### src/include/core_consts.svh
`ifndef CORE_CONSTS_SVH
`define CORE_CONSTS_SVH

// ==========================================================
// Core sizing
// ==========================================================

// Hart count, power of two and at least 4 so each hart has one slot in flight
`define NUM_HARTS 4

// Integer register and data path width
`define XLEN 32

// Instruction and data memory depths in 32-bit words
`define IMEM_WORDS 64
`define DMEM_WORDS 64

// Byte distance between the start addresses of neighbouring harts
`define HART_PC_STRIDE 64

// Start address of hart 0
`define RESET_PC 0

`endif

### src/rv_isa_pkg.sv
`default_nettype none

package rv_isa_pkg;

    // ==========================================================
    // Major opcodes of the supported subset
    // ==========================================================
    typedef enum logic [6:0] {
        OPC_OP     = 7'b0110011,
        OPC_OP_IMM = 7'b0010011,
        OPC_LUI    = 7'b0110111,
        OPC_LOAD   = 7'b0000011,
        OPC_STORE  = 7'b0100011,
        OPC_BRANCH = 7'b1100011,
        OPC_JAL    = 7'b1101111
    } opcode_e;

    // ==========================================================
    // Instruction formats, msb first, 32 bits each
    // ==========================================================
    typedef struct packed {
        logic [6:0] funct7;
        logic [4:0] rs2;
        logic [4:0] rs1;
        logic [2:0] funct3;
        logic [4:0] rd;
        opcode_e    opcode;
    } r_fmt_t;

    typedef struct packed {
        logic [11:0] imm;
        logic [4:0]  rs1;
        logic [2:0]  funct3;
        logic [4:0]  rd;
        opcode_e     opcode;
    } i_fmt_t;

    typedef struct packed {
        logic [6:0] imm_11_5;
        logic [4:0] rs2;
        logic [4:0] rs1;
        logic [2:0] funct3;
        logic [4:0] imm_4_0;
        opcode_e    opcode;
    } s_fmt_t;

    // Branch offset is scrambled over two fields
    typedef struct packed {
        logic       imm_12;
        logic [5:0] imm_10_5;
        logic [4:0] rs2;
        logic [4:0] rs1;
        logic [2:0] funct3;
        logic [3:0] imm_4_1;
        logic       imm_11;
        opcode_e    opcode;
    } b_fmt_t;

    typedef struct packed {
        logic [19:0] imm_31_12;
        logic [4:0]  rd;
        opcode_e     opcode;
    } u_fmt_t;

    typedef struct packed {
        logic       imm_20;
        logic [9:0] imm_10_1;
        logic       imm_11;
        logic [7:0] imm_19_12;
        logic [4:0] rd;
        opcode_e    opcode;
    } j_fmt_t;

    // One fetched word, viewed in the format its opcode selects
    typedef union packed {
        r_fmt_t r;
        i_fmt_t i;
        s_fmt_t s;
        b_fmt_t b;
        u_fmt_t u;
        j_fmt_t j;
    } instr_u;

    // Decoded operation, NOP covers every unsupported encoding
    typedef enum logic [3:0] {
        UOP_NOP,
        UOP_ADD,
        UOP_SUB,
        UOP_AND,
        UOP_OR,
        UOP_XOR,
        UOP_SLT,
        UOP_ADDI,
        UOP_LUI,
        UOP_LW,
        UOP_SW,
        UOP_BEQ,
        UOP_BNE,
        UOP_JAL
    } uop_e;

endpackage

`default_nettype wire

### src/core_pkg.sv
`default_nettype none

`include "core_consts.svh"

package core_pkg;

    // ==========================================================
    // Scalar types
    // ==========================================================
    typedef logic [$clog2(`NUM_HARTS)-1:0]  hart_t;
    typedef logic [`XLEN-1:0]               word_t;
    typedef logic [4:0]                     reg_idx_t;
    typedef logic [$clog2(`IMEM_WORDS)-1:0] imem_addr_t;
    typedef logic [$clog2(`DMEM_WORDS)-1:0] dmem_addr_t;

    // ==========================================================
    // Stage bundles
    // ==========================================================
    // Fetch to decode
    typedef struct packed {
        logic               valid;
        hart_t              hart;
        word_t              pc;
        rv_isa_pkg::instr_u instr;
    } fetch_t;

    // Decode to execute, operands already read
    typedef struct packed {
        logic             valid;
        hart_t            hart;
        word_t            pc;
        rv_isa_pkg::uop_e uop;
        reg_idx_t         rd;
        word_t            rs1_val;
        word_t            rs2_val;
        word_t            imm;
    } dx_t;

    // Execute back to fetch
    typedef struct packed {
        logic  valid;
        hart_t hart;
        word_t pc;
    } pc_upd_t;

    // Pipeline side of the data memory
    typedef struct packed {
        logic       we;
        dmem_addr_t addr;
        word_t      wdata;
    } dmem_req_t;

    // Execute to writeback
    typedef struct packed {
        logic     valid;
        hart_t    hart;
        reg_idx_t rd;
        logic     wen;
        logic     is_load;
        word_t    result;
    } xw_t;

    // One register write as seen from outside
    typedef struct packed {
        hart_t    hart;
        reg_idx_t rd;
        word_t    value;
    } retire_t;

endpackage

`default_nettype wire

### src/writeback_stage.sv
`default_nettype none

module writeback_stage (
    input  logic               clk,
    input  logic               arst_n,
    input  core_pkg::xw_t      xw,
    input  core_pkg::word_t    rdata,
    output core_pkg::hart_t    rf_hart,
    output logic               rf_wen,
    output core_pkg::reg_idx_t rf_wa,
    output core_pkg::word_t    rf_wd,
    output logic               retire_valid,
    output core_pkg::retire_t  retire
);

    // Load data or execute result
    assign rf_hart = xw.hart;
    assign rf_wa   = xw.rd;
    assign rf_wd   = xw.is_load ? rdata : xw.result;
    // rd of x0 already cleared wen in execute
    assign rf_wen  = xw.valid && xw.wen;

    // ==========================================================
    // Retire port, one record per register write
    // ==========================================================
    always_ff @(posedge clk or negedge arst_n) begin
        if (!arst_n) begin
            retire_valid <= 1'b0;
        end else begin
            retire_valid <= rf_wen;
        end
    end

    always_ff @(posedge clk) begin
        retire <= '{hart: rf_hart, rd: rf_wa, value: rf_wd};
    end

endmodule

`default_nettype wire

### config.mk
export PLATFORM = sky130hd
export DESIGN_NAME = writeback_stage
export DESIGN_NICKNAME = d
export VERILOG_FILES = /design/src/rv_isa_pkg.sv /design/src/core_pkg.sv /design/src/writeback_stage.sv
export VERILOG_INCLUDE_DIRS = /design/src /design/src/include
export SDC_FILE = /design/constraint.sdc
export NUM_CORES = 1
export LEC_CHECK = 0
export BUFFER_PORTS_ARGS = -buffer_cell sky130_fd_sc_hd__buf_2
export CAP_MARGIN = 20
export CORE_MARGIN = 3
export CORE_UTILIZATION = 33
export CTS_CLUSTER_SIZE = 25
export DETAILED_ROUTE_END_ITERATION = 7
export PLACE_DENSITY_LB_ADDON = 0.15
export SLEW_MARGIN = 20
export SYNTH_ARGS = -nofsm -noshare
export SYNTH_HDL_FRONTEND = slang
export SYNTH_SLANG_ARGS = --single-unit
### constraint.sdc
create_clock -name clk -period 1 [get_ports clk]
set_input_delay 0.2 -clock clk [delete_from_list [all_inputs] [get_ports clk]]
set_output_delay 0.2 -clock clk [all_outputs]
set_load 0.005 [all_outputs]
-- After elaboration in Yosys (flattened, before gate mapping)
Index checks and enable logic that the tools add are counted.
- bits in registers: 40
- word-level logic and storage cells: 6
- multiplexer cells: 1
- reduce and logical (&&, ||, !) cells: 1
- operators by type and width (kind ; count):
    $mux 32 ; 1
    $logic_and 1x1->1 ; 1

-- Logic depth before layout (Yosys ltp)
- depth after elaboration: 1
- depth in mapped cells: 3
- depth with buffers taken out: 1

-- Worst setup path after synthesis
No wires, ideal clock.
- path type: in2out
- start point: input xw[32] (netlist bit)
- end point: output rf_wd[0]
- arrival time: 0.758 ns
- data required time: 0.800 ns
- path slack: 0.042 ns
- stages on the path: 3
- buffers on the path: 2
- cell sequence: buf_6 > buf_12 > mux2_4
- word-level cells in the longest chain between the ends: 1
- RTL lines (item ; line ; text):
    start, declared ; writeback_stage.sv:6 ; input core_pkg::xw_t xw,
    $mux 32 ; writeback_stage.sv:19 ; assign rf_wd = xw.is_load ? rdata : xw.result;
    end, declared ; writeback_stage.sv:11 ; output core_pkg::word_t rf_wd,
No other way between the ends.

-- Final worst setup path
- start point: input xw[32] (netlist bit)
- end point: output rf_wd[30]
The elaborated chain is that of the path after synthesis.

==> reports/qor.csv <==
stage,metric,value,unit
detailed_routing,wirelength,4.31,mm
detailed_routing,first_iter_violations,12,
timing,fmax,893,MHz
timing,timing.final.ws_setup,-0.119,ns
floorplanning,core_area,0.00406,mm2
clock_tree,cts-root-buf,clkbuf_8,
final_layout,fin_nets,334,
logic_synthesis,syn_area,0.00141,mm2
global_routing,grt_pass1_vias,1363,
timing,worstMarginPinSlew,0.0752,ns
detailed_routing,antenna_left,0,
power_and_ir_drop,p_comb_frac,0.242,
logic_synthesis,synth_seq_area_share,0.572,
floorplanning,chipHeight,71.3,um
timing,period_needed,1.12,ns
placed_design,dpl-instance-area,0.00222,mm2
clock_tree,cts_buffers,5,
logic_synthesis,synth_nets,160,
detailed_routing,vias,1329,
timing,max_slew_margin,0.950,
floorplanning,rows,23,
min_path,hp-class,in -> reg,
critical_path,end_kind,output pin,
global_routing,antenna_found_initial,0,
power_and_ir_drop,p_per_area,1440,mW/mm2
logic_synthesis,synth_top_area_cell,dfxtp_1,
power_and_ir_drop,swShare,0.214,
logic_synthesis,synth_top_cell_area_share,0.554,
global_routing,gr-total-overflow,0,
critical_path,start_kind,input pin,
status,status,"finished, violations left",
final_layout,drive_above_1_share,0.830,
placed_design,gp_congestion,0.696,
global_routing,grt_usage,0.166,
timing,rsz0062_at_grt,true,
power_and_ir_drop,power.switching,0.844,mW
clock_tree,cts.sinks,40,
clock_tree,clockBufferDepth,2,
power_and_ir_drop,pwr-share-clk,0.318,
placed_design,portBuffers,155,
timing,finalHoldViolations,0,
logic_synthesis,ys_top_cells_by_area,"dfxtp_1, mux2_4, buf_12, buf_4, dfrtp_1",
logic_synthesis,synth_seq_cells,40,
global_routing,grt_max_degree,13,
placed_design,post-place-ws,-0.198,ns
detailed_routing,via_per_inst,4.30,
detailed_routing,drc,0,
logic_synthesis,synth.avg_cell_area,16.8,um2
detailed_routing,wire_per_inst,13.9,um
floorplanning,io_pins,156,
power_and_ir_drop,peakVddDrop,0.933,mV
floorplanning,dieArea,0.00509,mm2
final_layout,diodes,0,
floorplanning,start_util,0.347,
timing,setup_viol,32,
run,cap_violations,0,
timing,drv_slew,0,
power_and_ir_drop,intPower,3.10,mW
logic_synthesis,ys_types,8,
status,violations,setup timing,
logic_synthesis,syn-instance-count,84,
logic_synthesis,synth_warnings,0,
power_and_ir_drop,p_seq_frac,0.440,
clock_tree,htree_levels,2,
critical_path,cp_max_fo,6,
clock_tree,clk_pin_slew,0.07,ns
final_layout,area_growth,94.8,%
timing,post-route-period-util,1.12,
final_layout,utilization,0.676,
critical_path,critPathRequiredTime,0.80,ns
final_layout,finalInstanceArea,0.00274,mm2
power_and_ir_drop,totalPowerFinal,3.94,mW
critical_path,critPathArrivalTime,0.92,ns
power_and_ir_drop,static-leakage-power,1.50,nW
floorplanning,die_w,71.3,um
clock_tree,cts_tree,done,
critical_path,critical_path_class,in -> out,
detailed_routing,dr.pass1.iters,3,
global_routing,grt_pass1_wl,6.35,mm
power by group through the flow:
stage / sequential [mW] / clock, mW / combinational [mW]
3_3_place_gp: 1.77 / 0 / 0.691
2_1_floorplan: 1.80 / 0 / 0.285
4_1_cts: 1.74 / 1.31 / 0.940
6_report: 1.73 / 1.25 / 0.953
3_5_place_dp: 1.77 / 0 / 0.698
5_1_grt: 1.75 / 1.39 / 1.02
registers in the layout, indices dropped and copies added, names as in the netlist:
| signal | flops |
|---|---|
| retire | 39 |
| retire_valid | 1 |
metrics by stage:
| step | hold slack, ns | TNS [ns] | std cells |
|---|---|---|---|
| after floorplan | -0.0956 | 0 | 84 |
| after global placement | -0.0254 | -6.20 | 287 |
| after detailed placement | -0.0235 | -6.28 | 287 |
| after CTS | 0.0135 | -3.32 | 306 |
| after global routing | 0.00563 | -3.78 | 309 |
| final | 0.0277 | -3.29 | 309 |
cell usage in the layout (no fill, tap or decap):
cell,instances
buf_2,122
clkinv_2,1
mux2_4,32
buf_16,5
bufinv_16,1
dfrtp_1,1
dlygate4sd3_1,2
clkbuf_1,1
dfxtp_1,39
clkbuf_8,5
buf_4,15
buf_6,32
and2_1,1
buf_12,2
cell usage after synthesis (all sizes together):
cell,number
dfrtp,1
and2,1
mux2,32
dfxtp,39
buf,11
repair_timing:
item                                   in CTS  in global routing
setup endpoints to repair                  32                 33
hold buffers                                1                  1
gates cloned                                4                  0
endpoints found under the hold margin       1                  1
buffers inserted                            6                  2
gates resized for setup                    43                  0
final timing paths:
path,startpoint,to,slack [ns],cells after the start
max,xw[32],rf_wd[30],-0.12,4
min,xw[34],retire[32],0.03,1
max in group asynchronous,arst_n,retire_valid,0.68,2
min in group asynchronous,arst_n,retire_valid,0.23,2
worst max-delay path, cell delays in order:
cell and delay (ns):
buf_16 0.14, buf_12 0.14, mux2_4 0.31, buf_6 0.12
metal layers:
metal  share of wire  wire (um)  GRT usage
met4           0.012         51     0.0501
met1            0.31       1340      0.150
met3            0.13        539     0.0898
met2            0.55       2370      0.312
met5               0          0          0
cells by family after synthesis:
group,count (synthesis),synth area share
AND/OR/NAND/NOR,1,0.00444
multiplexers,32,0.336
buffers and inverters,11,0.0879
flip-flops,40,0.572
cell type report:
cell class                 instances  area, um2
sequential                        40        806
clock inverter                     2       35.0
timing repair buffer             178       1280
clock buffer                       6       72.6
tap                               50       62.6
multi-input combinational         33        487
fill                             318       1310
Note: power is estimated with default switching activity, not from simulation.
