File: src/include/core_consts.svh
`ifndef CORE_CONSTS_SVH
`define CORE_CONSTS_SVH

// ==========================================================
// Core sizing
// ==========================================================

// Hart count, power of two and at least 4 so each hart has one slot in flight
`define NUM_HARTS 4

// Integer register and data path width
`define XLEN 32

// Instruction and data memory depths in 32-bit words
`define IMEM_WORDS 64
`define DMEM_WORDS 64

// Byte distance between the start addresses of neighbouring harts
`define HART_PC_STRIDE 64

// Start address of hart 0
`define RESET_PC 0

`endif

File: src/rv_isa_pkg.sv
`default_nettype none

package rv_isa_pkg;

    // ==========================================================
    // Major opcodes of the supported subset
    // ==========================================================
    typedef enum logic [6:0] {
        OPC_OP     = 7'b0110011,
        OPC_OP_IMM = 7'b0010011,
        OPC_LUI    = 7'b0110111,
        OPC_LOAD   = 7'b0000011,
        OPC_STORE  = 7'b0100011,
        OPC_BRANCH = 7'b1100011,
        OPC_JAL    = 7'b1101111
    } opcode_e;

    // ==========================================================
    // Instruction formats, msb first, 32 bits each
    // ==========================================================
    typedef struct packed {
        logic [6:0] funct7;
        logic [4:0] rs2;
        logic [4:0] rs1;
        logic [2:0] funct3;
        logic [4:0] rd;
        opcode_e    opcode;
    } r_fmt_t;

    typedef struct packed {
        logic [11:0] imm;
        logic [4:0]  rs1;
        logic [2:0]  funct3;
        logic [4:0]  rd;
        opcode_e     opcode;
    } i_fmt_t;

    typedef struct packed {
        logic [6:0] imm_11_5;
        logic [4:0] rs2;
        logic [4:0] rs1;
        logic [2:0] funct3;
        logic [4:0] imm_4_0;
        opcode_e    opcode;
    } s_fmt_t;

    // Branch offset is scrambled over two fields
    typedef struct packed {
        logic       imm_12;
        logic [5:0] imm_10_5;
        logic [4:0] rs2;
        logic [4:0] rs1;
        logic [2:0] funct3;
        logic [3:0] imm_4_1;
        logic       imm_11;
        opcode_e    opcode;
    } b_fmt_t;

    typedef struct packed {
        logic [19:0] imm_31_12;
        logic [4:0]  rd;
        opcode_e     opcode;
    } u_fmt_t;

    typedef struct packed {
        logic       imm_20;
        logic [9:0] imm_10_1;
        logic       imm_11;
        logic [7:0] imm_19_12;
        logic [4:0] rd;
        opcode_e    opcode;
    } j_fmt_t;

    // One fetched word, viewed in the format its opcode selects
    typedef union packed {
        r_fmt_t r;
        i_fmt_t i;
        s_fmt_t s;
        b_fmt_t b;
        u_fmt_t u;
        j_fmt_t j;
    } instr_u;

    // Decoded operation, NOP covers every unsupported encoding
    typedef enum logic [3:0] {
        UOP_NOP,
        UOP_ADD,
        UOP_SUB,
        UOP_AND,
        UOP_OR,
        UOP_XOR,
        UOP_SLT,
        UOP_ADDI,
        UOP_LUI,
        UOP_LW,
        UOP_SW,
        UOP_BEQ,
        UOP_BNE,
        UOP_JAL
    } uop_e;

endpackage

`default_nettype wire

File: src/core_pkg.sv
`default_nettype none

`include "core_consts.svh"

package core_pkg;

    // ==========================================================
    // Scalar types
    // ==========================================================
    typedef logic [$clog2(`NUM_HARTS)-1:0]  hart_t;
    typedef logic [`XLEN-1:0]               word_t;
    typedef logic [4:0]                     reg_idx_t;
    typedef logic [$clog2(`IMEM_WORDS)-1:0] imem_addr_t;
    typedef logic [$clog2(`DMEM_WORDS)-1:0] dmem_addr_t;

    // ==========================================================
    // Stage bundles
    // ==========================================================
    // Fetch to decode
    typedef struct packed {
        logic               valid;
        hart_t              hart;
        word_t              pc;
        rv_isa_pkg::instr_u instr;
    } fetch_t;

    // Decode to execute, operands already read
    typedef struct packed {
        logic             valid;
        hart_t            hart;
        word_t            pc;
        rv_isa_pkg::uop_e uop;
        reg_idx_t         rd;
        word_t            rs1_val;
        word_t            rs2_val;
        word_t            imm;
    } dx_t;

    // Execute back to fetch
    typedef struct packed {
        logic  valid;
        hart_t hart;
        word_t pc;
    } pc_upd_t;

    // Pipeline side of the data memory
    typedef struct packed {
        logic       we;
        dmem_addr_t addr;
        word_t      wdata;
    } dmem_req_t;

    // Execute to writeback
    typedef struct packed {
        logic     valid;
        hart_t    hart;
        reg_idx_t rd;
        logic     wen;
        logic     is_load;
        word_t    result;
    } xw_t;

    // One register write as seen from outside
    typedef struct packed {
        hart_t    hart;
        reg_idx_t rd;
        word_t    value;
    } retire_t;

endpackage

`default_nettype wire

File: src/data_mem.sv
`default_nettype none

`include "core_consts.svh"

module data_mem (
    input  logic                 clk,
    input  logic                 prog_mode,
    input  logic                 io_we,
    input  core_pkg::dmem_addr_t io_addr,
    input  core_pkg::word_t      io_wdata,
    input  core_pkg::dmem_req_t  req,
    output core_pkg::word_t      rdata
);

    core_pkg::word_t      mem [`DMEM_WORDS];
    logic                 wr_en;
    core_pkg::dmem_addr_t wr_addr;
    core_pkg::word_t      wr_data;

    // ==========================================================
    // Write arbiter, outside port owns the array in program mode
    // ==========================================================
    always_comb begin
        if (prog_mode) begin
            wr_en   = io_we;
            wr_addr = io_addr;
            wr_data = io_wdata;
        end else begin
            wr_en   = req.we;
            wr_addr = req.addr;
            wr_data = req.wdata;
        end
    end

    always_ff @(posedge clk) begin
        if (wr_en) begin
            mem[wr_addr] <= wr_data;
        end
    end

    // Address register lives in execute, data is ready one cycle after the request
    // A same-address write lands at the edge, so the old word is returned
    assign rdata = mem[req.addr];

    // Fetch bubbles in program mode, so no store may reach the arbiter then
    a_no_store_in_program : assert property (
        @(posedge clk) prog_mode |-> !req.we
    );

endmodule

`default_nettype wire

File: config.mk
export PLATFORM = sky130hd
export DESIGN_NAME = data_mem
export DESIGN_NICKNAME = d
export VERILOG_FILES = /design/src/rv_isa_pkg.sv /design/src/core_pkg.sv /design/src/data_mem.sv
export VERILOG_INCLUDE_DIRS = /design/src /design/src/include
export SDC_FILE = /design/constraint.sdc
export NUM_CORES = 2
export LEC_CHECK = 0
export ABC_AREA = 1
export BUFFER_PORTS_ARGS = -buffer_cell sky130_fd_sc_hd__buf_2
export CAP_MARGIN = 20
export CORE_ASPECT_RATIO = 1.5
export CORE_UTILIZATION = 36
export DETAILED_ROUTE_END_ITERATION = 16
export PLACE_DENSITY = 0.57
export SYNTH_ARGS = -nofsm -noshare
export SYNTH_HDL_FRONTEND = slang
export SYNTH_SLANG_ARGS = --single-unit
File: constraint.sdc
create_clock -name clk -period 4.55 [get_ports clk]
set_clock_uncertainty 0.05 [all_clocks]
set_input_delay 0.2275 -clock clk [delete_from_list [all_inputs] [get_ports clk]]
set_output_delay 0.2275 -clock clk [all_outputs]
set_load 0.005 [all_outputs]
After elaboration in Yosys (flattened, before gate mapping). Memory sizes are Yosys's and may differ from the RTL's. Index checks and enable logic that the tools add are counted.

Bits in registers: 0. RAM bits: 2048. Input bits: 80. Output and inout bits: 32. Memories kept: 1.

Memories: mem (depth 64, width 32, read ports 1, clocked after Yosys merged registers in 0, wr ports 1, RTL line data_mem.sv:15) `` core_pkg::word_t mem [`DMEM_WORDS]; ``.

Mux-type cells: 5.

Operators by type and width (number): 32-bit two-way mux (1); 6-bit two-way mux (1); 1-bit two-way mux (3).

Logic depth before layout (Yosys ltp).
Word-level depth: 3. Mapped depth: 13. Gate-level depth less buffers: 9.

Least setup slack after synthesis. No wires, ideal clock.

Kind: input to register. From: input prog_mode. To: memory mem[48][0] in the netlist's numbering (enable). Setup time: 0.502 ns. Data arrival time: 4.134 ns. Data required time: 3.998 ns. Slack: -0.136 ns. Cell stages on the path: 5. Buffers on the path: 2. Cells stage by stage: buf_2 > buf_4 > o21ai_1 > nand3_1 > nor4_1.

Word-level cells in the longest chain between the ends: 3. Elaborated cells on any way between the ends: 4. Classes of those cells: 4 x mux.

RTL lines: start, declared (RTL line data_mem.sv:7) `input logic prog_mode,`; 1-bit two-way mux (RTL line data_mem.sv:24) `if (prog_mode) begin`; 1-bit two-way mux (RTL line data_mem.sv:36) `if (wr_en) begin`; 1-bit two-way mux (implied by the code) (RTL line data_mem.sv:37) `mem[wr_addr] <= wr_data;`; end, declared (RTL line data_mem.sv:15).

Several ways; a longest one is shown, not always the timed one.

Final worst setup path.
From: input req[33] in the netlist's numbering. To: output rdata[22].

Word-level cells in the longest chain between the ends: 1.

RTL lines: start, declared (RTL line data_mem.sv:11) `input core_pkg::dmem_req_t req,`; memory read 64 x 32 bit; end, declared (RTL line data_mem.sv:12) `output core_pkg::word_t rdata`.

Every way passes these cells.

==> metrics.yaml <==
outcome: "completed"
worstPathArrival_ns: 3.38
die_y_um: 589
hold_path.class: "primary input to flop"
cts_tree: "built"
gp_congestion: 0.821
largest_register_ffs: 2048
final_nets: 6962
drt_iter0_markers: 5258
cp-start-kind: "primary input"
ioPinCount: 112
min_path_cells: 3
drv_cap: 0
largest-register: "mem"
grt_usage: 0.201
fin_tns_setup_ns: 0
final_common_cell: "nand2_1"
ant_nets: 0
first_pass_iters: 6
cts_buffer_depth: 4
crit_family: "buffers and inverters"
grt_pass1_vias: 51400
cts.htree.levels: 4
post-route-util: 0.409
synth.distinct_cells: 22
cts.sinks: 2048
syn_inst: 6802
finalSetupViolCount: 0
numCtsBuffers: 196
crit_cells: 11
ys_seq_area_frac: 0.745
finalMaxSlewViolations: 0
worstMarginPinSlew_ns: 1.17
port_buffers: 111
synth_fp_nets: 6882
initial_core_util: 0.362
synth-seq-cells: 2048
power_density_nw_per_um2: 425
crit_chain: "buf_8, buf_4, buf_4, nand3_1, nand3_1, nand3_1, nand3_1, nand2_1, nand2_1, nand2_1, buf_2"
stdcell_area_sq_um: 93400
hold_viol: 0
die_w_um: 393
layout-area-overhead-vs-synth_pct: 13.0
crit_path_max_incr_delay_ns: 0.70
dieArea_sq_um: 231000
p_leak_nw: 32.5
wl_um: 237000
worst_ep_required_time_ns: 4.27
worstSetupPathType: "primary input to output pin"
overflow: 0
min_period_ns: 3.66
placed_area_sq_um: 87200
grt_max_degree: 213
path_buf_inv: 4
vias: 53500
cp_max_fo: 61
final_cell_mix: "nand2_1, edfxtp_1, nand3_1"
yosysWarningCount: 0
relSlewSlack: 0.217
min_period_over_period: 0.804
top_regs: "mem x2048"
worst_path_most_repeated_cell: "nand3_1"
grt_first_pass_wirelength_um: 347000
row_count: 215
endpoint_kind: "output pin"
vias_per_cell: 5.31
rsz0062_at_grt: "no"
layout-drive-gt1-share: 0.0966
wl_per_cell_um: 23.5
post_cts_buffers: 0
avgSynthCellArea_sq_um: 12.1
hpwl_um: 131000
drc: 0
root_buffer: "clkbuf_16"
cts.clk_slew.worst_paths_ns: 0.06
core_area_sq_um: 228000
max_freq_mhz: 273
syn_area_sq_um: 82600
cp_slowest_cell: "buf_4"
whs_ns: 0.00643
ir_worst_vdd_uv: 287
antenna_found_initial: 9
cell usage after synthesis:
library cell	count	area share
mux2_2	32	0.0044
clkbuf_1	89	0.0040
edfxtp_1	2048	0.74
o21ai_0	1	0.000061
buf_4	36	0.0033
nor2_1	60	0.0027
inv_1	10	0.00045
nand2_1	2279	0.10
buf_2	257	0.016
buf_6	15	0.0020
nand4_1	6	0.00045
inv_4	1	0.000076
mux2_4	1	0.00018
inv_2	5	0.00023
a21oi_1	1	0.000061
buf_8	1	0.00018
nor4_1	6	0.00045
nor3_1	2	0.00012
o21ai_1	3	0.00018
o21ai_4	1	0.00020
nand3_1	1896	0.11
buf_1	52	0.0024
cells by family (layout without fill, tap and decap cells):
kind of cell           Yosys count  count (layout)  share of synthesized area
AOI/OAI and AO/OA                6               6                   0.000500
buffers and inverters          466             692                     0.0282
DFF                           2048            2048                      0.745
muxes                           33              33                    0.00454
other                            0               4                          0
and+or+nand+nor               4249            4249                      0.222
power by group:
part	switching [mW]	total [mW]	internal (mW)	leakage (nW)
registers	0.0410	21.2	21.1	18.4
clock network	6.90	15.7	8.79	2.93
logic	2.14	2.80	0.665	11.2
total	9.08	39.6	30.6	32.5
tightest hold or removal path: cells and delay by family:
family	cells	cell delay, ns
mux	1	0.17
buf+inv	2	0.25
final cells by class:
| type | count | area, sq um |
|---|---|---|
| multi-input cells | 4288 | 19200 |
| inverters | 16 | 96.3 |
| repair buffers | 332 | 2720 |
| well taps | 3038 | 3800 |
| flip-flops and latches | 2048 | 61500 |
| fillers | 21200 | 135000 |
| clock buffers | 246 | 5160 |
| clock inverters | 98 | 840 |
| diodes | 4 | 10.0 |
metal layers:
layer  wire length [um]  global-route usage  part of all wire  up-vias
met2             118000               0.343              0.50     1942
met4               6110              0.0565             0.026       10
met3              16200              0.0301             0.068      360
li1                   -                   -                 -    24400
met1              96700               0.266              0.41    26800
met5                 59                   0           0.00025        -
final timing paths:
| check | from | to |
|---|---|---|
| setup / recovery | req[33] | rdata[22] |
| hold / removal | req[12] | mem[50][12]$_DFFE_PP_ |
through the flow:
stage	std cells	setup slack [ns]	power (mW)
after floorplan	6802	-0.136	23.2
after global placement	9708	0.945	24.3
after detailed placement	9708	0.970	24.3
after CTS	10100	0.969	39.9
after global routing	10100	0.800	40.8
final	10100	0.893	39.6
timing repair:
action / 4_1_cts / 5_1_grt
resized for setup: 0 / 0
hold buffers: 4 / 6
hold endpoints to repair: 9 / 13
Note: power is estimated with default switching activity, not from simulation.
