[src/include/core_consts.svh]
`ifndef CORE_CONSTS_SVH
`define CORE_CONSTS_SVH

// ==========================================================
// Core sizing
// ==========================================================

// Hart count, power of two and at least 4 so each hart has one slot in flight
`define NUM_HARTS 4

// Integer register and data path width
`define XLEN 32

// Instruction and data memory depths in 32-bit words
`define IMEM_WORDS 64
`define DMEM_WORDS 64

// Byte distance between the start addresses of neighbouring harts
`define HART_PC_STRIDE 64

// Start address of hart 0
`define RESET_PC 0

`endif

[src/rv_isa_pkg.sv]
`default_nettype none

package rv_isa_pkg;

    // ==========================================================
    // Major opcodes of the supported subset
    // ==========================================================
    typedef enum logic [6:0] {
        OPC_OP     = 7'b0110011,
        OPC_OP_IMM = 7'b0010011,
        OPC_LUI    = 7'b0110111,
        OPC_LOAD   = 7'b0000011,
        OPC_STORE  = 7'b0100011,
        OPC_BRANCH = 7'b1100011,
        OPC_JAL    = 7'b1101111
    } opcode_e;

    // ==========================================================
    // Instruction formats, msb first, 32 bits each
    // ==========================================================
    typedef struct packed {
        logic [6:0] funct7;
        logic [4:0] rs2;
        logic [4:0] rs1;
        logic [2:0] funct3;
        logic [4:0] rd;
        opcode_e    opcode;
    } r_fmt_t;

    typedef struct packed {
        logic [11:0] imm;
        logic [4:0]  rs1;
        logic [2:0]  funct3;
        logic [4:0]  rd;
        opcode_e     opcode;
    } i_fmt_t;

    typedef struct packed {
        logic [6:0] imm_11_5;
        logic [4:0] rs2;
        logic [4:0] rs1;
        logic [2:0] funct3;
        logic [4:0] imm_4_0;
        opcode_e    opcode;
    } s_fmt_t;

    // Branch offset is scrambled over two fields
    typedef struct packed {
        logic       imm_12;
        logic [5:0] imm_10_5;
        logic [4:0] rs2;
        logic [4:0] rs1;
        logic [2:0] funct3;
        logic [3:0] imm_4_1;
        logic       imm_11;
        opcode_e    opcode;
    } b_fmt_t;

    typedef struct packed {
        logic [19:0] imm_31_12;
        logic [4:0]  rd;
        opcode_e     opcode;
    } u_fmt_t;

    typedef struct packed {
        logic       imm_20;
        logic [9:0] imm_10_1;
        logic       imm_11;
        logic [7:0] imm_19_12;
        logic [4:0] rd;
        opcode_e    opcode;
    } j_fmt_t;

    // One fetched word, viewed in the format its opcode selects
    typedef union packed {
        r_fmt_t r;
        i_fmt_t i;
        s_fmt_t s;
        b_fmt_t b;
        u_fmt_t u;
        j_fmt_t j;
    } instr_u;

    // Decoded operation, NOP covers every unsupported encoding
    typedef enum logic [3:0] {
        UOP_NOP,
        UOP_ADD,
        UOP_SUB,
        UOP_AND,
        UOP_OR,
        UOP_XOR,
        UOP_SLT,
        UOP_ADDI,
        UOP_LUI,
        UOP_LW,
        UOP_SW,
        UOP_BEQ,
        UOP_BNE,
        UOP_JAL
    } uop_e;

endpackage

`default_nettype wire

[src/core_pkg.sv]
`default_nettype none

`include "core_consts.svh"

package core_pkg;

    // ==========================================================
    // Scalar types
    // ==========================================================
    typedef logic [$clog2(`NUM_HARTS)-1:0]  hart_t;
    typedef logic [`XLEN-1:0]               word_t;
    typedef logic [4:0]                     reg_idx_t;
    typedef logic [$clog2(`IMEM_WORDS)-1:0] imem_addr_t;
    typedef logic [$clog2(`DMEM_WORDS)-1:0] dmem_addr_t;

    // ==========================================================
    // Stage bundles
    // ==========================================================
    // Fetch to decode
    typedef struct packed {
        logic               valid;
        hart_t              hart;
        word_t              pc;
        rv_isa_pkg::instr_u instr;
    } fetch_t;

    // Decode to execute, operands already read
    typedef struct packed {
        logic             valid;
        hart_t            hart;
        word_t            pc;
        rv_isa_pkg::uop_e uop;
        reg_idx_t         rd;
        word_t            rs1_val;
        word_t            rs2_val;
        word_t            imm;
    } dx_t;

    // Execute back to fetch
    typedef struct packed {
        logic  valid;
        hart_t hart;
        word_t pc;
    } pc_upd_t;

    // Pipeline side of the data memory
    typedef struct packed {
        logic       we;
        dmem_addr_t addr;
        word_t      wdata;
    } dmem_req_t;

    // Execute to writeback
    typedef struct packed {
        logic     valid;
        hart_t    hart;
        reg_idx_t rd;
        logic     wen;
        logic     is_load;
        word_t    result;
    } xw_t;

    // One register write as seen from outside
    typedef struct packed {
        hart_t    hart;
        reg_idx_t rd;
        word_t    value;
    } retire_t;

endpackage

`default_nettype wire

[src/decode_stage.sv]
`default_nettype none

module decode_stage (
    input  logic               clk,
    input  logic               arst_n,
    input  core_pkg::fetch_t   fetch,
    output core_pkg::reg_idx_t rf_ra1,
    output core_pkg::reg_idx_t rf_ra2,
    output core_pkg::hart_t    rf_hart,
    input  core_pkg::word_t    rf_rd1,
    input  core_pkg::word_t    rf_rd2,
    output core_pkg::dx_t      dx
);

    rv_isa_pkg::instr_u ins;
    rv_isa_pkg::uop_e   uop;
    core_pkg::word_t    imm;

    assign ins = fetch.instr;

    // Source fields sit at the same place in every format
    assign rf_ra1  = ins.r.rs1;
    assign rf_ra2  = ins.r.rs2;
    assign rf_hart = fetch.hart;

    // ==========================================================
    // Operation and immediate per format
    // ==========================================================
    always_comb begin
        uop = rv_isa_pkg::UOP_NOP;
        imm = '0;
        case (ins.r.opcode)
            rv_isa_pkg::OPC_OP: begin
                // funct7 and funct3 together
                case ({ins.r.funct7, ins.r.funct3})
                    10'b0000000_000: uop = rv_isa_pkg::UOP_ADD;
                    10'b0100000_000: uop = rv_isa_pkg::UOP_SUB;
                    10'b0000000_010: uop = rv_isa_pkg::UOP_SLT;
                    10'b0000000_100: uop = rv_isa_pkg::UOP_XOR;
                    10'b0000000_110: uop = rv_isa_pkg::UOP_OR;
                    10'b0000000_111: uop = rv_isa_pkg::UOP_AND;
                    default:         uop = rv_isa_pkg::UOP_NOP;
                endcase
            end
            rv_isa_pkg::OPC_OP_IMM: begin
                if (ins.i.funct3 == 3'b000) begin
                    uop = rv_isa_pkg::UOP_ADDI;
                end
                imm = {{20{ins.i.imm[11]}}, ins.i.imm};
            end
            rv_isa_pkg::OPC_LUI: begin
                uop = rv_isa_pkg::UOP_LUI;
                imm = {ins.u.imm_31_12, 12'b0};
            end
            rv_isa_pkg::OPC_LOAD: begin
                // Word loads only
                if (ins.i.funct3 == 3'b010) begin
                    uop = rv_isa_pkg::UOP_LW;
                end
                imm = {{20{ins.i.imm[11]}}, ins.i.imm};
            end
            rv_isa_pkg::OPC_STORE: begin
                if (ins.s.funct3 == 3'b010) begin
                    uop = rv_isa_pkg::UOP_SW;
                end
                imm = {{20{ins.s.imm_11_5[6]}}, ins.s.imm_11_5, ins.s.imm_4_0};
            end
            rv_isa_pkg::OPC_BRANCH: begin
                if (ins.b.funct3 == 3'b000) begin
                    uop = rv_isa_pkg::UOP_BEQ;
                end else if (ins.b.funct3 == 3'b001) begin
                    uop = rv_isa_pkg::UOP_BNE;
                end
                imm = {{19{ins.b.imm_12}}, ins.b.imm_12, ins.b.imm_11,
                       ins.b.imm_10_5, ins.b.imm_4_1, 1'b0};
            end
            rv_isa_pkg::OPC_JAL: begin
                uop = rv_isa_pkg::UOP_JAL;
                imm = {{11{ins.j.imm_20}}, ins.j.imm_20, ins.j.imm_19_12,
                       ins.j.imm_11, ins.j.imm_10_1, 1'b0};
            end
            default: begin
                uop = rv_isa_pkg::UOP_NOP;
            end
        endcase
    end

    // Decode to execute register, captures operands
    always_ff @(posedge clk or negedge arst_n) begin
        if (!arst_n) begin
            dx <= '0;
        end else begin
            dx <= '{valid: fetch.valid, hart: fetch.hart, pc: fetch.pc, uop: uop,
                    rd: ins.r.rd, rs1_val: rf_rd1, rs2_val: rf_rd2, imm: imm};
        end
    end

endmodule

`default_nettype wire

[config.mk]
export PLATFORM = sky130hd
export DESIGN_NAME = decode_stage
export DESIGN_NICKNAME = d
export VERILOG_FILES = /design/src/rv_isa_pkg.sv /design/src/core_pkg.sv /design/src/decode_stage.sv
export VERILOG_INCLUDE_DIRS = /design/src /design/src/include
export SDC_FILE = /design/constraint.sdc
export NUM_CORES = 1
export LEC_CHECK = 0
export ABC_CLOCK_PERIOD_IN_PS = 900
export BUFFER_PORTS_ARGS = -buffer_cell sky130_fd_sc_hd__clkbuf_2
export CORE_AREA = 3 3 109 111
export CTS_CLUSTER_DIAMETER = 150
export DETAILED_ROUTE_END_ITERATION = 10
export DIE_AREA = 0 0 112 114
export PLACE_DENSITY = 0.79
export SLEW_MARGIN = 20
export SYNTH_ARGS = -nofsm -noshare
export SYNTH_HDL_FRONTEND = slang
export SYNTH_SLANG_ARGS = --single-unit
[constraint.sdc]
create_clock -name clk -period 0.9 [get_ports clk]
set_clock_uncertainty 0.2 [all_clocks]
set_input_delay 0.045 -clock clk [delete_from_list [all_inputs] [get_ports clk]]
set_output_delay 0.045 -clock clk [all_outputs]
set_load 0.01 [all_outputs]
Word-level counts from Yosys, hierarchy flattened
Cells that the tools add are included.
{"block": "classes", "eq_ne": 14, "mux": 8, "reduce_logical": 3}
{"cell": "case mux 32 bit (5 select lines)", "count": 1}
{"cell": "== test 10 x 3 -> 1 bit, second input constant", "count": 3}
{"cell": "case mux 4 bit (7 select lines)", "count": 1}
{"cell": "== test 7 x 6 -> 1 bit, second input constant", "count": 3}
{"cell": "case mux 3 bit (6 select lines)", "count": 1}
{"cell": "two-way mux 4 bit", "count": 4}
{"cell": "== test 7 bit, second input constant", "count": 2}
{"cell": "== test 10 x 2 -> 1 bit, second input constant", "count": 1}
{"cell": "== test 10 x 9 -> 1 bit, second input constant", "count": 1}
{"cell": "zero test 10 bit", "count": 1}
{"cell": "== test 7 x 2 -> 1 bit, second input constant", "count": 1}
{"cell": "== test 7 x 5 -> 1 bit, second input constant", "count": 1}
{"cell": "== test 3 x 1 -> 1 bit, second input constant", "count": 1}
{"cell": "== test 3 x 2 -> 1 bit, second input constant", "count": 1}
{"cell": "zero test 3 bit", "count": 1}
{"cell": "two-way mux 3 bit", "count": 1}
{"cell": "OR reduction 2 bit", "count": 1}
{"block": "word_totals", "regBits": 140, "input_bits": 133, "output_inout_bits": 152, "word_cells": 33}

Depth between registers and ports, before layout
Gate-level depths: netlist of run 1.
{"block": "depth", "ltp_word": 4, "mapped_depth": 5, "depth_no_buf": 4}

Worst setup path after synthesis of run 1
OpenSTA, ideal clock, no wires.
{"block": "synth_timing", "path_type": "input -> register", "from": "input port fetch[13] (netlist bit)", "to": "register dx[101] (netlist bit)", "setup_ns": 0.096, "arrival_ns": 0.927, "t_required_ns": 0.604, "path_slack_ns": -0.322, "cell_stages": 5, "n_path_buf": 1, "cell_sequence": "buf_2 > or3b_2 > a21oi_1 > a221oi_1 > o31ai_1"}
{"block": "synth_via", "elab_chain_cells": 3, "word_cells_on_any_way": 13, "classes_between": "6 x eq/ne; 5 x mux; 2 x reduce/logical"}
{"item": "from (decl)", "line_no": "decode_stage.sv:6", "text": "input core_pkg::fetch_t fetch,"}
{"item": "== test 10 x 3 -> 1 bit, or another cell as far along", "line_no": "decode_stage.sv:35", "text": "case ({ins.r.funct7, ins.r.funct3})"}
{"item": "case mux 3 bit (6 select lines), or another cell as far along", "line_no": "decode_stage.sv:35"}
{"item": "case mux 4 bit (7 select lines) *", "line_no": "decode_stage.sv:32", "text": "case (ins.r.opcode)"}
{"item": "named net uop[0]", "line_no": "decode_stage.sv:16", "text": "rv_isa_pkg::uop_e uop;"}
{"item": "to (signal assigned)", "line_no": "decode_stage.sv:93", "text": "dx <= '{valid: fetch.valid, hart: fetch.hart, pc: fetch.pc, uop: uop,"}
{"item": "to (decl)", "line_no": "decode_stage.sv:12", "text": "output core_pkg::dx_t dx"}
The timed path passes the listed nets; every way through them passes the cells marked *.

Final worst setup path of run 1
{"block": "layout_timing", "from": "register dx[122] (netlist bit)", "to": "output port dx[122] (netlist bit)"}
No word-level cell between the ends.

==> run summary, run 1 <==
PD cells = 1895 nW/um^2
Final setup TNS = -50220 ps
CP Max Fanout = 1
Max FFs per register = 140
First drt pass iteration count = 4
Netlist cell types = 46
Tcrit/Tclk final = 1.467
Postcts setup bufs = 0
Mapped Nets = 383
CP peak stage delay = 420 ps
Placed Instance Area = 6103 um^2
Crit-path leading delay family = flip-flops
Crit-path slowest cell = dfrtp_1
Rows = 38
Met2 WL = 9524 um
Initial drt markers = 190
Vias in the first global route = 4375
Power share of the clock group = 0.452
Crit Path Category = reg -> out
Clk sinks = 140
Synthesized area = 4294 um^2
Max Buffers Root-to-Sink = 2
Number of synthesized flops with an enable pin = 0
Net Sw Power = 0.003467 W
Chip width = 112 um
Sw frac = 0.2260
Port Buffers = 284
Yosys reg bits = 140
Crit path arrival time = 1070 ps
RSZ-0062 raised after global routing = yes
Synthesized area per cell = 17.18 um^2
Total GRT Usage = 0.2557
Final instance area = 8099 um^2
Fin. Hold Viols = 135
Ys Warns = 0
Detail Placement HPWL = 10450 um
Layout Nets = 828
Io pins = 285
Final Wtd Congestion = 0.8393
Largest net degree at the start of global routing = 41
# fillers = 672
Met3 WL = 1046 um
Violations in the final reports = negative hold slack, negative setup slack
DRC = 0
Final min period = 1320 ps
Worst-Margin Slew = 381.2 ps
Largest Register = dx
WL met1 = 5363 um
Peak supply drop = 1.463 mV
Worst hold path cell count = 3
CP Buf/Inv Count = 1
Seq/Total Area, Yosys = 0.8159
Num CTS Buffers = 17
Status = finished with violations
Share of layout cells above drive strength 1 = 0.5311
H-tree Lvls = 4
Core ar. = 10890 um^2
Synth Flop Type = dfrtp_1
Crit path launch type = flop
Vias = 3852
Endpoint class of the critical path = primary output
Fin. max-slew vios = 0
Logic gate share of total power = 0.113
Final setup fails = 146
Setup WS pre-CTS = -522.0 ps
Vias per inst = 4.521
Reg power frac = 0.435
Remaining global-route overflow = 0
Clock Pin Slew Worst Setup and Hold Paths = 60 ps
Internal = 0.01188 W
CTS tree = done
Ys async rst share = 1.000
Uppermost layer routed = met5
Cell count after synthesis = 250
WL final = 16440 um
Hold Path Class = in -> reg
Hold WS = -337.2 ps
Area grow syn2layout = 88.61%
LEAKAGE = 4.346 nW
WL/cell = 19.30 um
Biggest regs = dx (140)
Die height = 114 um
Starting Density = 0.3944
Max cap viols = 0
Max Clk Rate = 757.6 MHz
Full die area = 12770 um^2
DRT antenna net count = 0
Relative slew slack = 0.7437
Final core occ = 0.7439
CTS Root Cell = clkbuf_8
Crit path depth = 1
Final worst slack = -419.9 ps
Worst EP required = 650 ps
Initial antenna violation count = 4
CP cell instances = clkbuf_2
Global-route wire length before repair = 24260 um
cell usage after synthesis (2+ instances only):
cell      count  area [um^2]
a21o_1       19        142.6
a21oi_1       4        20.02
a22o_1        4        35.03
and2_1        6        37.54
buf_2         3        15.01
buf_4        14        105.1
dfrtp_1     140         3503
nand2_1       7        26.28
nand2b_1      2        12.51
nand3_1       5        25.02
nor2_1        7        26.28
nor2b_1       2        12.51
nor3_1        2        10.01
o21ai_0       3        15.01
kinds of logic after synthesis:
logic type,count (synthesis),share of synthesized area
compound gates,39,0.06993
buf+inv,20,0.03234
flops,140,0.8159
simple gates,49,0.07780
xor+xnor,2,0.004080
stage by stage:
| stage | hold slack, ps | power [W] | cells |
|---|---|---|---|
| after floorplan | -450.6 | 0.007088 | 250 |
| after global placement | -306.7 | 0.007928 | 692 |
| after detailed placement | -308.7 | 0.007966 | 692 |
| after CTS | -367.4 | 0.01525 | 847 |
| after global routing | -356.2 | 0.01590 | 852 |
| final | -337.2 | 0.01534 | 852 |
power groups by stage:
stage	Sequential (W)	Combinational (W)	Clock, W
final	0.00667	0.00174	0.00693
after global routing	0.00669	0.00186	0.00735
after CTS	0.00665	0.00165	0.00695
after detailed placement	0.00676	0.00121	0
after global placement	0.00674	0.00118	0
after floorplan	0.00689	0.000201	0
per-layer routing:
metal	vias to the layer above	global-route usage
met4	2	0.1074
met2	178	0.4860
met3	39	0.08064
met1	1897	0.2570
met5	-	0
li1	1736	-
worst min-delay path: stages:
cell and delay, ps:
clkbuf_2 110, or4_4 150, nor2_1 40
worst paths after layout:
kind / start / to / slack [ps]
setup / recovery: dx[122] / dx[122] / -420
hold / removal: fetch[2] / dx[0] / -340
max in group asynchronous: arst_n / dx[90] / 310
min in group asynchronous: arst_n / dx[127] / -270
cell type report:
type	instances	area (um^2)	area share
flip-flops and latches	140	3503	0.4326
repair buffers	445	3103	0.3831
multi-input cells	90	710.7	0.08775
clock buffers	22	452.9	0.05592
well taps	140	175.2	0.02163
clock inverters	10	140.1	0.01730
diodes	4	10.01	0.001236
inverters	1	3.754	0.0004635
what timing repair did:
action                     in CTS  in global routing
hold buffers                  123                  9
pin swaps                       0                  7
setup endpoints to repair     140                156
hold endpoints to repair      280                125
resized for setup               0                 71
cells in the final DEF, fill, tap and decap left out, types with 2 or more instances in the layout:
cell / n
clkbuf_8: 3
diode_2: 4
dlygate4sd3_1: 124
clkinv_4: 4
and2_1: 6
nand3_1: 5
nand2b_1: 2
a21oi_2: 2
buf_6: 20
clkinv_2: 3
dfrtp_1: 140
buf_12: 3
a221oi_2: 2
clkbuf_2: 254
a21o_1: 19
clkbuf_16: 16
nand2_1: 6
a22o_1: 4
nor2_2: 3
buf_4: 34
a21oi_1: 3
nor2_1: 5
buf_2: 10
bufinv_16: 3
clkbuf_1: 3
o21ai_1: 3
(Power assumes the default switching activity.)
==> inputs of run 2 (changes only) <==
- CAP_MARGIN: unset -> 20
- CORE_AREA: 3 3 109 111 -> unset
- CORE_MARGIN: unset -> 3
- CORE_UTILIZATION: unset -> 25
- DIE_AREA: 0 0 112 114 -> unset
- PLACE_DENSITY: 0.79 -> 0.56
==> run 2 against run 1 <==
The run still ends with negative hold slack, negative setup slack left. Clock-buffer cell count shrank 4. Sequential share of layout area is 1.2 points lower. Final cell count is 8.8% higher. Largest cell class unchanged. Highest routed layer is now met4.
==> run summary, run 2 (synthesis results as in run 1) <==
PD cells = 1864 nW/um^2 (-1.6%)
Rows = 47 (+24%)
Final std cells w/o fill = 927 (+8.8%)
Max Buffers Root-to-Sink = 2 (unchanged)
CP Max Fanout = 1 (unchanged)
CP cell instances = clkbuf_2
Peak supply drop = 1.131 mV (-23%)
Max FFs per register = 140 (unchanged)
CP Buf/Inv Count = 1 (unchanged)
CTS tree = done
Placed cell count = 772 (+12%)
Tcrit/Tclk final = 1.313 (-0.1532)
Starting Density = 0.2571 (-0.1373)
Port Buffers = 284 (unchanged)
LEAKAGE = 4.397 nW (+1.2%)
Core ar. = 16700 um^2 (+53%)
Setup WS pre-CTS = -649.0 ps (-127.0 ps)
Placed Instance Area = 6191 um^2 (+1.4%)
Final min period = 1182 ps (-137.9 ps)
# fillers = 1424 (+110%)
Final Wtd Congestion = 0.7922 (-5.6%)
DRC = 0 (unchanged)
Status = finished with violations
Fin. Hold Viols = 158 (+17%)
Die height = 137.1 um (+20%)
Initial antenna violation count = 0 (-4)
Layout Nets = 827 (-0.12%)
Antenna Cells = 0 (-4)
Worst EP required = 650 ps (about the same)
Hold Path Class = in -> async
Total Power = 0.01552 W (+1.2%)
Crit path arrival time = 940 ps (-130 ps)
RSZ-0062 raised after global routing = yes
Gr busiest metal = met2
Crit-path leading delay family = flip-flops
Worst-Margin Slew = 352.4 ps (-28.79 ps)
DRT antenna net count = 0 (unchanged)
Total GRT Usage = 0.1435 (-0.1122)
Vias per inst = 4.023 (-11%)
Max Clk Rate = 846.0 MHz (+12%)
Crit-path slowest cell = dfrtp_1
Commonest non-fill, non-tap cell in the layout = clkbuf_2
Routing usage on met1 = 0.1396 (-0.1175)
Vias = 3729 (-3.2%)
Io pins = 285 (unchanged)
WL final = 14070 um (-14%)
Met2 Resource Use GR = 0.2733 (-0.2127)
Crit path launch type = flop
Final core occ = 0.4987 (-0.2452)
Largest net degree at the start of global routing = 45 (+9.8%)
Largest Register = dx
First drt pass iteration count = 4 (unchanged)
Num CTS Buffers = 17 (unchanged)
Area grow syn2layout = 93.94%
Hold WS = -588.4 ps (-251.2 ps)
Relative slew slack = 0.7631 (+0.01936)
Global Route met3 Usage = 0.05588 (-0.02475)
CTS Root Cell = clkbuf_16
Violations in the final reports = negative hold slack, negative setup slack
Full die area = 18790 um^2 (+47%)
Initial drt markers = 116 (-39%)
Global-route wire length before repair = 20420 um (-16%)
Clk sinks = 140 (unchanged)
Share of layout cells above drive strength 1 = 0.5446 (+0.01348)
CP peak stage delay = 380 ps (-40 ps)
Final worst slack = -282.1 ps (+137.9 ps)
Detail Placement HPWL = 10080 um (-3.5%)
Most frequent cells in the layout = clkbuf_2 (255), dfrtp_1 (140), dlygate4sd3_1 (118), buf_4 (33), buf_6 (20)
Final instance area = 8328 um^2 (+2.8%)
Crit Path Category = reg -> out
Vias in the first global route = 4076 (-6.8%)
H-tree Lvls = 4 (unchanged)
Clock Pin Slew Worst Setup and Hold Paths = 60 ps (about the same)
Final setup fails = 160 (+9.6%)
Chip width = 137.1 um (+22%)
Max cap viols = 0 (unchanged)
Biggest regs = dx (140)
Fin. max-slew vios = 0 (unchanged)
Remaining global-route overflow = 0 (unchanged)
Endpoint class of the critical path = primary output
WL/cell = 15.18 um (-21%)
## run 2: changes by cell type in the layout (fill, tap and decap cells not counted), moves of 4 or more
cell,delta
inv_6,+5
dlygate4sd3_1,-6
and2_4,+4
clkinvlp_4,+4
buf_2,-4
and2_1,-4
diode_2,-4
## run 2: final cells by class
| type | instances | area [um^2] | share of cell area |
|---|---|---|---|
| repair buffers | 444 | 3164 | 0.3800 |
| flip-flops and latches | 140 | 3503 | 0.4207 |
| clock buffers | 18 | 429.2 | 0.05153 |
| clock inverters | 14 | 183.9 | 0.02209 |
| well taps | 220 | 275.3 | 0.03305 |
| multi-input cells | 90 | 768.2 | 0.09225 |
| inverters | 1 | 3.754 | 0.0004507 |
## run 2: through the flow
step           setup TNS (ps)  hold WS (ps)
3_5_place_dp           -18930        -299.0
3_3_place_gp           -17510        -300.5
2_1_floorplan           -6223        -450.6
6_report               -34830        -588.4
4_1_cts                -39640        -755.0
5_1_grt                -42310        -612.3
## run 2: how the worst max path moves through the flow
stage / from / slack [ps] / depth (start not counted) / to
after global routing: dx[29] / -320 / 1 / dx[29]
after floorplan: fetch[6] / -250 / 3 / dx[1]
after global placement: fetch[2] / -570 / 5 / dx[26]
after CTS: dx[27] / -310 / 1 / dx[27]
final: dx[27] / -280 / 1 / dx[27]
after detailed placement: fetch[2] / -650 / 5 / dx[26]
## run 2: what timing repair did
action,CTS,global route
buffers inserted,1,2
resized for setup,18,64
hold buffers,123,5
endpoints found under the hold margin,280,162
pin swaps,10,13
cloned,0,0
endpoints found under the setup margin,165,223
## run 2: routing by layer
metal / vias to the layer above / routed length, um
met5: - / 0
met4: 0 / 211
met3: 20 / 1102
met2: 165 / 7970
met1: 1814 / 4788
li1: 1730 / -
## run 2: power by group
part	leakage [nW]	internal, W	switching [W]
Sequential	1.71	0.00656	0.0000814
Combinational	2.40	0.000985	0.000761
Clock	0.286	0.00442	0.00272
